File: src/logic/cluster_interco_pkg.sv
package cluster_interco_pkg;

  // ********************************************************************
  // sizes and address map
  // ********************************************************************
  localparam int unsigned n_cores      = 2;
  localparam int unsigned n_banks      = 4;
  localparam int unsigned bank_words   = 64;
  localparam int unsigned bank_sel_lsb = 2;
  // row bits sit right above the bank select bits
  localparam int unsigned row_lsb      = bank_sel_lsb + $clog2(n_banks);
  localparam int unsigned tcdm_size    = 1024;

  localparam logic [31:0] periph_base  = 32'h0001_0000;
  localparam logic [31:0] periph_size  = 32'h0000_1000;
  localparam int unsigned periph_off_w = $clog2(periph_size);

  typedef logic [$clog2(n_cores)-1:0]    core_id_t;
  typedef logic [$clog2(n_banks)-1:0]    bank_idx_t;
  typedef logic [$clog2(bank_words)-1:0] row_t;

  typedef enum logic [1:0] {
    tgt_bank,
    tgt_periph,
    tgt_error
  } target_e;

  // ********************************************************************
  // core side
  // ********************************************************************
  typedef struct packed {
    logic        req;
    logic        we;
    logic [31:0] addr;
    logic [31:0] wdata;
    logic [3:0]  be;
  } core_req_t;

  typedef struct packed {
    logic        r_valid;
    logic [31:0] r_rdata;
    logic        r_err;
  } core_rsp_t;

  // ********************************************************************
  // bank and peripheral side
  // ********************************************************************
  typedef struct packed {
    logic        we;
    row_t        row;
    logic [31:0] wdata;
    logic [3:0]  be;
    core_id_t    core_id;
  } bank_req_t;

  typedef struct packed {
    logic        r_valid;
    logic [31:0] r_rdata;
    core_id_t    core_id;
  } bank_rsp_t;

  typedef struct packed {
    logic                    we;
    logic [periph_off_w-1:0] paddr;
    logic [31:0]             wdata;
    logic [3:0]              be;
    core_id_t                core_id;
  } periph_req_t;

  typedef struct packed {
    logic        r_valid;
    logic [31:0] r_rdata;
    logic        r_err;
    core_id_t    core_id;
  } periph_rsp_t;

  typedef struct packed {
    logic        psel;
    logic        penable;
    logic        pwrite;
    logic [31:0] paddr;
    logic [31:0] pwdata;
    logic [3:0]  pstrb;
  } apb_req_t;

  typedef struct packed {
    logic        pready;
    logic [31:0] prdata;
    logic        pslverr;
  } apb_rsp_t;

endpackage

File: src/logic/periph_apb_master.sv
`timescale 1ns/100ps

module periph_apb_master import cluster_interco_pkg::*; (
  input  logic        clk_i,
  input  logic        reset_i,
  input  logic        valid_i,
  input  periph_req_t req_i,
  output logic        ready_o,
  output apb_req_t    apb_req_o,
  input  apb_rsp_t    apb_rsp_i,
  output periph_rsp_t rsp_o
);

  typedef enum logic [1:0] {
    st_idle,
    st_setup,
    st_access
  } state_e;

  state_e      state_q;
  periph_req_t req_q;
  logic        rsp_valid_q;
  logic [31:0] rdata_q;
  logic        err_q;

  assign ready_o = (state_q == st_idle);

  // ********************************************************************
  // APB transfer FSM
  // ********************************************************************
  always_ff @(posedge clk_i) begin
    if (reset_i) begin
      state_q     <= st_idle;
      rsp_valid_q <= 1'b0;
    end else begin
      rsp_valid_q <= 1'b0;
      case (state_q)
        st_idle: begin
          if (valid_i) begin
            state_q <= st_setup;
          end
        end
        st_setup: begin
          state_q <= st_access;
        end
        st_access: begin
          // wait states keep us here
          if (apb_rsp_i.pready) begin
            state_q     <= st_idle;
            rsp_valid_q <= 1'b1;
          end
        end
        default: begin
          state_q <= st_idle;
        end
      endcase
    end
  end

  always_ff @(posedge clk_i) begin
    if (ready_o && valid_i) begin
      req_q <= req_i;
    end
    if ((state_q == st_access) && apb_rsp_i.pready) begin
      rdata_q <= apb_rsp_i.prdata;
      err_q   <= apb_rsp_i.pslverr;
    end
  end

  always_comb begin
    apb_req_o.psel    = (state_q != st_idle);
    apb_req_o.penable = (state_q == st_access);
    apb_req_o.pwrite  = req_q.we;
    apb_req_o.paddr   = periph_base + 32'(req_q.paddr);
    apb_req_o.pwdata  = req_q.wdata;
    // strobes only mean something on writes
    apb_req_o.pstrb   = req_q.we ? req_q.be : 4'h0;
  end

  assign rsp_o = '{r_valid: rsp_valid_q, r_rdata: rdata_q, r_err: err_q,
                   core_id: req_q.core_id};

  // transfer fields hold until the slave completes the access
  assert property (@(posedge clk_i) disable iff (reset_i)
    (apb_req_o.psel && !(apb_req_o.penable && apb_rsp_i.pready))
      |=> (apb_req_o.psel && $stable(apb_req_o.paddr) && $stable(apb_req_o.pwrite)
           && $stable(apb_req_o.pwdata) && $stable(apb_req_o.pstrb)));

endmodule

File: config.mk
export PLATFORM = sky130hd
export DESIGN_NAME = periph_apb_master
export DESIGN_NICKNAME = d
export VERILOG_FILES = /design/src/logic/cluster_interco_pkg.sv /design/src/logic/periph_apb_master.sv
export SDC_FILE = /design/constraint.sdc
export NUM_CORES = 1
export LEC_CHECK = 0
export ABC_AREA = 1
export BUFFER_PORTS_ARGS = -buffer_cell sky130_fd_sc_hd__buf_2
export CORE_MARGIN = 2
export CORE_UTILIZATION = 46
export CTS_CLUSTER_SIZE = 20
export DETAILED_ROUTE_END_ITERATION = 12
export PLACE_DENSITY_LB_ADDON = 0.05
export SYNTH_ARGS = -nofsm -noshare
export SYNTH_HDL_FRONTEND = slang
export SYNTH_SLANG_ARGS = --single-unit
File: constraint.sdc
create_clock -name clk_i -period 8.8 [get_ports clk_i]
set_clock_uncertainty 0.2 [all_clocks]
set_input_delay 0.44 -clock clk_i [delete_from_list [all_inputs] [get_ports clk_i]]
set_output_delay 0.44 -clock clk_i [all_outputs]
set_load 0.02 [all_outputs]
# ---- Word-level counts from Yosys, hierarchy flattened
# Index checks and enable logic that the tools add are counted.
dict set report word_totals {
  reg_bits 86
}
dict set report classes {
  add_sub_neg 1
  n_eq_ne 4
  muxes 5
  bitwise 1
  reduce_logical 6
}
# cell count
set ops {}
lappend ops {{adder 17 x 12 -> 18 bit (first input constant)} 1}
lappend ops {{case mux 2 bit (3 select lines)} 1}
lappend ops {{2-to-1 mux 2 bit} 2}
lappend ops {{2-to-1 mux 4 bit} 1}
lappend ops {{== test 2 x 1 -> 1 bit (second input constant)} 1}
lappend ops {{== test 2 bit (second input constant)} 1}
lappend ops {{logical AND 1 bit} 2}
lappend ops {{zero test 2 bit} 1}
lappend ops {{!= test 2 x 1 -> 1 bit (second input constant)} 1}
lappend ops {{!= test 2 bit (second input constant)} 1}
lappend ops {{AND reduction 2 bit} 1}
lappend ops {{nonzero test 2 bit} 1}
lappend ops {{OR reduction 2 bit} 1}
lappend ops {{2-to-1 mux 1 bit} 1}
lappend ops {{NOT 1 bit} 1}

# ---- Longest topological paths before layout
# Gate-level depths: netlist of run 1.
dict set report logic_depth {
  word_depth 3
  ltp_mapped 3
  mapped_depth_nobuf 3
}

# ---- Worst setup path before layout of run 1
# Ideal clock, no wire load.
dict set report synth_path {
  path_type {register -> register}
  start {reg state_q[0]}
  end {reg req_q (netlist bit apb_req_o[10]), enable pin}
  setup_time_ns 0.458
  arrival_time_ns 2.609
  t_required_ns 8.142
  path_slack_ns 5.533
  stages_incl_launch_ff 4
  period_less_slack_ns 3.267
  path_cell_list {dfxtp_1 -> inv_2 -> nand2_2 -> nor2_1}
}
dict set report synth_via {
  elab_chain_len 2
}
# item line
set synth_rtl {}
lappend synth_rtl {{from (decl)} periph_apb_master.sv:20} ;# state_e state_q;
lappend synth_rtl {{from (signal assigned)} periph_apb_master.sv:33} ;# state_q <= st_idle;
lappend synth_rtl {{from (signal assigned)} periph_apb_master.sv:40} ;# state_q <= st_setup;
lappend synth_rtl {{from (signal assigned)} periph_apb_master.sv:44} ;# state_q <= st_access;
lappend synth_rtl {{zero test 2 bit} periph_apb_master.sv:26} ;# assign ready_o = (state_q == st_idle);
lappend synth_rtl {{logical AND 1 bit} periph_apb_master.sv:61} ;# if (ready_o && valid_i) begin
lappend synth_rtl {{to (signal assigned)} periph_apb_master.sv:62} ;# req_q <= req_i;
lappend synth_rtl {{to (decl)} periph_apb_master.sv:21} ;# periph_req_t req_q;
# No other way between the ends.
# A chain may end at the register's enable or synchronous reset.

==> impl_metrics.csv, run 1 <==
group,metric,value,unit
status,status,"finished, final reports clean",
floorplan,floorplan.initialDensity,0.471,
route,wirelength,5650,um
clocking,clk_latency,340,ps
yosys,syn_inst,181,
floorplan,core-area,0.00676,mm2
grt,grt_pass1_vias,1698,
yosys,netlist_area,0.00318,mm2
route,drt_first_iter_violations,62,
route,avgViaCountPerCell,4.22,
critical_path,r2r_start,"state_q[1]",
critical_path,critPathCaptureType,"output pin",
route,first_pass_iters,4,
route,ant_nets,0,
timing,setup_viol,0,
yosys,synth_area_leader_cell,"edfxtp_1",
finish,diodes,0,
place,place_hpwl,4240,um
yosys,synth-warning-count,0,
critical_path,r2r-end,"req_q[4]",
pwr,cellPowerDensity,218,mW/mm2
critical_path,worstRegToRegCells,4,
yosys,yosysSeqAreaShare,0.803,
floorplan,die_w,87.2,um
finish,fillers,560,
yosys,syn_area_per_cell,17.6,um2
place,dp_cells,386,
clocking,htreeDepth,3,
grt,grt_use_total,0.147,
critical_path,critPathKind,"reg -> out",
clocking,post_cts_buffers,0,
critical_path,crit_fanout,3,
route,routedWlPerCell,14.1,um
worst_hold_path,min_to,"apb_req_o[21]",
finish,area_delta_synth_final,23.6,%
timing,min_period,1720,ps
floorplan,die_h,87.2,um
yosys,ys_seq_elements,86,
clocking,cts_root_buf,"clkbuf_8",
finish,final_nets,404,
clocking,cts_hold_buf,0,
pwr,ir_worst_vdd,113,uV
place,port-buffer-count,173,
pwr,p_leak,1.76,nW
route,route.detailed.drc,0,
critical_path,crit_required,8160,ps
finish,regArea,0.00255,mm2
clocking,cts_inserted_buffers,9,
grt,gr-total-overflow,0,
floorplan,die_area,0.00760,mm2
grt,grt_pass1_wl,7940,um
yosys,synth_top_area_frac,0.784,
clocking,clock-sinks,86,
finish,drive_above_1_share,0.607,
timing,report.final.slew_viol_count,0,
route,vias,1694,
pwr,power,0.000856,W
floorplan,rows,30,
clocking,cts-resized-gates,0,
timing,finalCritPeriodShare,0.195,
place,gp_congestion,0.747,
worst_hold_path,hp-class,"in -> reg",
job,timing.max_cap.violations,0,
timing,setup_tns,0,ps
timing,rsz0062_at_grt,"false",
finish,multi_input_area,154,um2
timing,fmax,582,MHz
yosys,synthTopCellsByArea,"edfxtp_1 78%, buf_4 16%, dfxtp_1 1.9%",
critical_path,rrSetupSlack,7150,ps
yosys,synth_cell_types,11,
finish,final_cells,401,
floorplan,io_pins,194,
worst_hold_path,hold_depth,1,
timing,finalHoldViolations,0,
worst_hold_path,hp-start,"req_i[22]",
grt,antenna_found_initial,0,
timing,worst_pin_slew,616,ps
critical_path,critPathArrivalTime,1080,ps
clocking,cts_tree,"built",
clocking,clock_path_buffers,2,
grt,grt_max_degree,51,
timing,max-slew-margin-rel,0.589,
critical_path,worst_setup_path_start_kind,"flop",
clocking,clkSlewWorstSetupHoldPaths,80,ps
## cell usage in the layout (no fill, tap or decap), types with 3 or more instances in the layout
cell type	Yosys	layout
dfxtp_1	3	3
clkbuf_8	0	9
edfxtp_1	83	83
nand2_1	5	5
conb_1	2	20
buf_2	0	173
nor2_1	5	3
inv_1	9	9
## cells in the mapped netlist
library cell and number:
inv_2 2, nor3_2 2, edfxtp_1 83, conb_1 2
nand2_2 1, inv_1 9, o21ai_0 1, nand2_1 5
dfxtp_1 3, buf_4 68, nor2_1 5
## cells by family after synthesis
kind of cell | count (synthesis) | synth area share
DFF | 86 | 0.803
and+or+nand+nor | 13 | 0.0201
AOI/OAI and AO/OA | 1 | 0.00157
buffers and inverters | 79 | 0.173
other | 2 | 0.00236
## how the worst max path moves through the flow
| stage | start | to | slack (ps) | cells after the start |
|---|---|---|---|---|
| 5_1_grt | state_q[0] | apb_req_o[69] | 6990 | 4 |
| 3_5_place_dp | valid_i | req_q[40] | 7010 | 4 |
| 2_1_floorplan | state_q[0] | apb_req_o[10] | 5530 | 3 |
| 6_report | state_q[0] | apb_req_o[69] | 7080 | 4 |
| 4_1_cts | apb_req_o[68] | apb_req_o[2] | 7060 | 3 |
| 3_3_place_gp | valid_i | req_q[40] | 7020 | 4 |
## registers in the layout, indices dropped and copies added, names as in the netlist
register     flops
err_q            1
state_q          2
rsp_valid_q      1
req_q           16
rsp_o            1
rdata_q         32
apb_req_o       33
## critical path, cell delays in order (launching register included)
cell and delay, ps:
dfxtp_1 360, inv_2 50, nand2_1 120, inv_1 50
buf_2 150
## final cells by class
class / instances / area share
clock buffer: 11 / 0.0334
clock inverter: 4 / 0.0185
inverter: 11 / 0.0105
multi-input combinational: 34 / 0.0391
sequential: 86 / 0.649
tap: 80 / 0.0255
timing repair buffer: 175 / 0.224
## stage by stage
stage / hold WS (ps) / util / worst slack [ps] / area, um2
after floorplan: 289 / - / 5530 / 3250
after global placement: 312 / 0.552 / 7020 / 3730
after detailed placement: 333 / 0.552 / 7010 / 3730
after CTS: 48.4 / 0.582 / 7060 / 3930
after global routing: 39.7 / 0.582 / 6990 / 3930
final: 61.5 / 0.582 / 7080 / 3930
## metal layers
metal,GRT usage,part of all wire,up-vias
met4,0.0909,0.033,0
met1,0.147,0.35,758
met5,0,0,-
li1,-,-,804
met2,0.235,0.49,117
met3,0.0853,0.13,15
## power by group
group / switching (W) / internal, W / total (W) / leakage [nW]
Sequential: 0.00000518 / 0.000475 / 0.000480 / 0.802
Combinational: 0.0000605 / 0.0000293 / 0.0000898 / 0.856
Clock: 0.000128 / 0.000158 / 0.000286 / 0.0994
No activity file was read; power rests on OpenSTA's default activity.
==> inputs of run 2 (changes only) <==
- ABC_AREA: 1 -> 0
- CORE_UTILIZATION: 46 -> 38
- clock period: 8.8 -> 1.52 ns (I/O delays scaled with it)
==> run 2 against run 1 <==
  * Power grew to 5.8 times the previous value
  * Highest routed layer unchanged
  * Non-clock buffer count is 87 higher
  * Via count is 15% higher
  * Synthesized area is 0.24% lower
  * First-iteration DRC count is 23% lower
  * Synthesized cell count is 6.1% lower
  * Combinational power grew to 7.4 times the previous value
  * Sequential share of layout area is 12 points lower
  * Critical path type is now reg -> reg
  * Worst setup slack worse by 7000 ps
  * Worst hold slack better by 170 ps
  * Core utilization is 1.0 points higher
==> impl_metrics.csv, run 2 <==
group,metric,value,unit
yosys,ys_seq_elements,86,
floorplan,die_area,0.00910,mm2
floorplan,rows,33,
finish,area_delta_synth_final,52.6,%
timing,finalCritPeriodShare,0.946,
job,timing.max_cap.violations,0,
clocking,clock-sinks,86,
route,vias,1951,
finish,regArea,0.00255,mm2
place,place_hpwl,4280,um
pwr,p_int,0.00381,W
critical_path,slowest_stage,"dfxtp_2",
critical_path,crit_fanout,50,
grt,grt_pass1_vias,1927,
finish,drive_above_1_share,0.487,
yosys,synth_cell_types,15,
yosys,synth_top_family_by_area,"buffers and inverters",
critical_path,worst_setup_path_start_kind,"flop",
clocking,cts_tree,"built",
floorplan,floorplan.initialDensity,0.388,
critical_path,crit_chain,"nor3b_4 -> buf_12",
critical_path,crit_required,1340,ps
yosys,yosysMostFrequentCell,"edfxtp_1",
yosys,syn_inst,170,
finish,layout_commonest_cell,"buf_2",
place,placed_area,0.00380,mm2
grt,grt_pass1_wl,9080,um
clocking,cts_inserted_buffers,9,
pwr,cellPowerDensity,1020,mW/mm2
route,route.detailed.drc,0,
yosys,ys.flop_type,"edfxtp_1",
yosys,synthXorXnorAreaFrac,0,
grt,grt_use_total,0.136,
yosys,synth-warning-count,0,
timing,finalHoldViolations,0,
route,first_pass_iters,4,
yosys,ys_top_cells_by_count,"83 x edfxtp_1, 68 x buf_4, 4 x and2_1",
route,routedWlPerCell,12.8,um
grt,antenna_found_initial,0,
pwr,combPwrFrac,0.135,
pwr,p_sw,0.00112,W
yosys,synthAdderAreaFrac,0,
critical_path,critPathKind,"reg -> reg",
floorplan,io_pins,194,
finish,fillers,666,
clocking,post_cts_buffers,0,
yosys,synth_compound_area_frac,0.00237,
route,drt_first_iter_violations,48,
finish,layout_common_cells,"173 x buf_2, 86 x dlygate4sd3_1, 83 x edfxtp_1",
pwr,p_seq_frac,0.560,
finish,diodes,0,
yosys,syn_area_per_cell,18.7,um2
yosys,synth_top_area_frac,0.785,
place,port-buffer-count,173,
route,ant_nets,0,
pwr,p_leak,2.08,nW
pwr,ir_worst_vdd,481,uV
critical_path,rrSetupSlack,80,ps
finish,final_nets,480,
timing,report.final.slew_viol_count,0,
grt,grt_max_degree,51,
timing,fmax,695,MHz
floorplan,die_w,95.4,um
yosys,synth_edf_count,83,
yosys,synthTopCellsByArea,"edfxtp_1 79%, buf_4 16%, dfxtp_1 1.9%",
pwr,p_sw_frac,0.227,
finish,post-route-cell-area,0.00484,mm2
critical_path,critPathArrivalTime,1260,ps
finish,multi_input_area,181,um2
timing,min_period,1440,ps
timing,rsz0062_at_grt,"false",
clocking,clkSlewWorstSetupHoldPaths,80,ps
yosys,netlist_area,0.00317,mm2
clocking,clock_path_buffers,2,
yosys,yosysSeqAreaShare,0.804,
yosys,synthSimpleGateAreaFrac,0.0288,
critical_path,critPathCaptureType,"flop",
timing,setup_viol,0,
worst_hold_path,hp-class,"in -> reg",
route,wirelength,6430,um
pwr,power.share.clock,0.305,
route,avgViaCountPerCell,3.88,
finish,fin_util,0.592,
floorplan,core-area,0.00818,mm2
grt,gr-total-overflow,0,
yosys,synthMuxAreaShare,0,
yosys,async_reset_ff_frac,0,
clocking,cts_root_buf,"clkbuf_8",
clocking,htreeDepth,3,
critical_path,cp_slowest_stage_delay,350,ps
yosys,synth_area_leader_cell,"edfxtp_1",
finish,largest_reg_flops,33,
place,gp_congestion,0.678,
clocking,clk_latency,330,ps
timing,setup_tns,0,ps
status,status,"finished, final reports clean",
floorplan,die_h,95.4,um
-- run 2: worst max-delay path, delay by kind of cell, from the launching register on --
family                 cells  cell delay (ps)
buffers and inverters      1              290
DFF                        1              350
and+or+nand+nor            1              260
-- run 2: cells by family after synthesis --
| family | Yosys count |
|---|---|
| other | 2 |
| buffers and inverters | 69 |
| flip-flops | 86 |
| AND/OR/NAND/NOR | 12 |
| AO/OA/AOI/OAI | 1 |
-- run 2: routing by layer --
layer,vias up,global-route usage,wire length [um]
li1,960,-,-
met1,875,0.138,2310
met2,109,0.239,3300
met3,7,0.0704,723
met4,0,0.0488,93
met5,-,0,0
-- run 2: metrics by stage --
| step | power (W) | instances | hold WS [ps] | worst slack (ps) |
|---|---|---|---|---|
| floorplan | 0.00321 | 188 | -59.7 | -772 |
| global placement | 0.00331 | 401 | 52.7 | 112 |
| detailed placement | 0.00331 | 401 | 54.1 | 74.1 |
| CTS | 0.00499 | 503 | 218 | 67.4 |
| global route | 0.00514 | 503 | 222 | 32.2 |
| finish | 0.00493 | 503 | 236 | 81.3 |
-- run 2: timing repair --
item | CTS | global route
endpoints found under the hold margin | 86 | 0
hold buffers | 86 | 0
gates resized for setup | 0 | 1
endpoints found under the setup margin | 0 | 1
-- run 2: worst paths after layout --
check / cells after the start / start / to
worst min register to register: 2 / state_q[1] / state_q[1]
worst max register to register: 2 / state_q[0] / apb_req_o[31]
worst min-delay path: 2 / req_i[18] / apb_req_o[17]
worst max-delay path: 2 / state_q[0] / apb_req_o[31]
-- run 2: cell type report --
type	count	area share
Multi-Input combinational cell	33	0.0375
Clock inverter	4	0.00982
Tap cell	105	0.0271
Sequential cell	86	0.528
Timing Repair Buffer	262	0.369
Inverter	1	0.000775
Clock buffer	12	0.0279
-- run 2: power groups by stage --
stage / clock, W / combinational [W] / sequential, W
after floorplan: 0 / 0.000374 / 0.00284
after global placement: 0 / 0.000496 / 0.00281
after detailed placement: 0 / 0.000497 / 0.00282
after CTS: 0.00156 / 0.000669 / 0.00276
after global routing: 0.00165 / 0.000716 / 0.00277
final: 0.00150 / 0.000665 / 0.00276
==> inputs of run 3 (changes only) <==
- MAX_ROUTING_LAYER: unset -> met4
- REMOVE_ABC_BUFFERS: unset -> 1
==> run 3 against run 2 <==
  * Sequential cell count stayed put
  * Sequential share of layout area is 0.42 points higher
  * Cell count is 0.40% lower
  * Core utilization is 0.52 points lower
  * Largest cell class unchanged
  * Power is 2.0% lower
  * Critical path type unchanged
  * Critical endpoint is now apb_req_o[26]
  * Highest routed layer unchanged
  * Sequential power hardly changed
==> impl_metrics.csv, run 3 (synthesis gave the netlist of run 2 again) <==
group,metric,value,unit
finish,drive_above_1_share,0.487,
floorplan,core-area,0.00818,mm2
status,status,"finished, final reports clean",
critical_path,critPathArrivalTime,1270,ps
clocking,clk_latency,330,ps
place,gp_congestion,0.664,
grt,gr-total-overflow,0,
finish,layout_commonest_cell,"buf_2",
grt,grt_pass1_wl,9080,um
clocking,cts-resized-gates,0,
floorplan,die_h,95.4,um
route,vias,1981,
clocking,clock_path_buffers,2,
finish,layout_common_cells,"173 x buf_2, 85 x dlygate4sd3_1, 83 x edfxtp_1",
clocking,clkSlewWorstSetupHoldPaths,80,ps
critical_path,critPathKind,"reg -> reg",
pwr,p_sw_frac,0.246,
finish,diodes,0,
route,drt_first_iter_violations,56,
pwr,p_seq_frac,0.571,
grt,grt_use_total,0.139,
pwr,power,0.00483,W
route,route.detailed.drc,0,
route,wirelength,6530,um
finish,largest_reg_flops,33,
floorplan,rows,33,
place,dp_cells,400,
pwr,p_sw,0.00119,W
critical_path,worst_setup_path_start_kind,"flop",
floorplan,die_w,95.4,um
pwr,power.share.clock,0.291,
clocking,post_cts_buffers,0,
timing,rsz0062_at_grt,"false",
pwr,p_leak,2.06,nW
place,place_ws,101,ps
finish,area_delta_synth_final,51.2,%
place,port-buffer-count,173,
finish,final_nets,478,
timing,finalCritPeriodShare,0.956,
pwr,ir_worst_vdd,631,uV
timing,finalHoldViolations,0,
place,place_hpwl,4250,um
floorplan,floorplan.initialDensity,0.388,
grt,grt_max_degree,52,
grt,grt_pass1_vias,1938,
timing,setup_viol,0,
clocking,htreeDepth,3,
route,first_pass_iters,4,
job,timing.max_cap.violations,0,
clocking,cts_root_buf,"clkbuf_8",
worst_hold_path,hp-class,"in -> reg",
timing,fin_ws,66.3,ps
route,avgViaCountPerCell,3.95,
timing,min_period,1450,ps
pwr,p_int,0.00364,W
clocking,cts_inserted_buffers,9,
pwr,combPwrFrac,0.137,
pwr,cellPowerDensity,1010,mW/mm2
floorplan,die_area,0.00910,mm2
timing,report.final.slew_viol_count,0,
timing,setup_tns,0,ps
critical_path,critPathCaptureType,"flop",
finish,fin_util,0.587,
grt,antenna_found_initial,0,
critical_path,crit_fanout,51,
finish,final_cells,501,
clocking,clock-sinks,86,
clocking,cts_tree,"built",
floorplan,io_pins,194,
timing,fmax,688,MHz
critical_path,crit_required,1330,ps
route,routedWlPerCell,13.0,um
route,ant_nets,0,
==> run 3: path summary, 6_finish.rpt <==
path / from / end / slack [ps] / cells past startpoint
worst max-delay path: state_q[1] / apb_req_o[26] / 70 / 2
worst min-delay path: valid_i / apb_req_o[32] / 170 / 3
worst max register to register: state_q[1] / apb_req_o[26] / 70 / 2
worst min register to register: state_q[0] / state_q[1] / 470 / 2
==> run 3: critical path, cell delays in order (launching register included) <==
cell,delay [ps]
dfxtp_1,360
nor3b_4,250
buf_12,280
==> run 3: final cells by class <==
type,count,area [um2]
Clock buffer,9,124
Clock inverter,7,50.0
Fill cell,669,3380
Inverter,1,3.75
Multi-Input combinational cell,33,180
Sequential cell,86,2550
Tap cell,105,131
Timing Repair Buffer,260,1760
==> run 3: power by group through the flow <==
stage               logic [W]  clock network [W]  registers (W)
detailed placement   0.000495                  0        0.00282
floorplan            0.000117                  0        0.00296
CTS                  0.000666            0.00146        0.00276
global placement     0.000492                  0        0.00281
global route         0.000714            0.00155        0.00277
finish               0.000664            0.00141        0.00276
==> run 3: stage by stage <==
step	cell area [um2]	hold WS [ps]
floorplan	2730	-59.7
global placement	3770	52.1
detailed placement	3770	54.1
CTS	4800	155
global route	4800	167
finish	4800	172
==> run 3: repair_timing <==
action | in CTS | in global routing
endpoints found under the setup margin | 0 | 0
endpoints found under the hold margin | 86 | 0
hold buffers | 85 | 0
==> run 3: per-layer routing <==
metal | share of wire | track usage
met3 | 0.063 | 0.0324
met5 | 0 | -
met1 | 0.36 | 0.138
met4 | 0.012 | 0.0524
met2 | 0.56 | 0.262
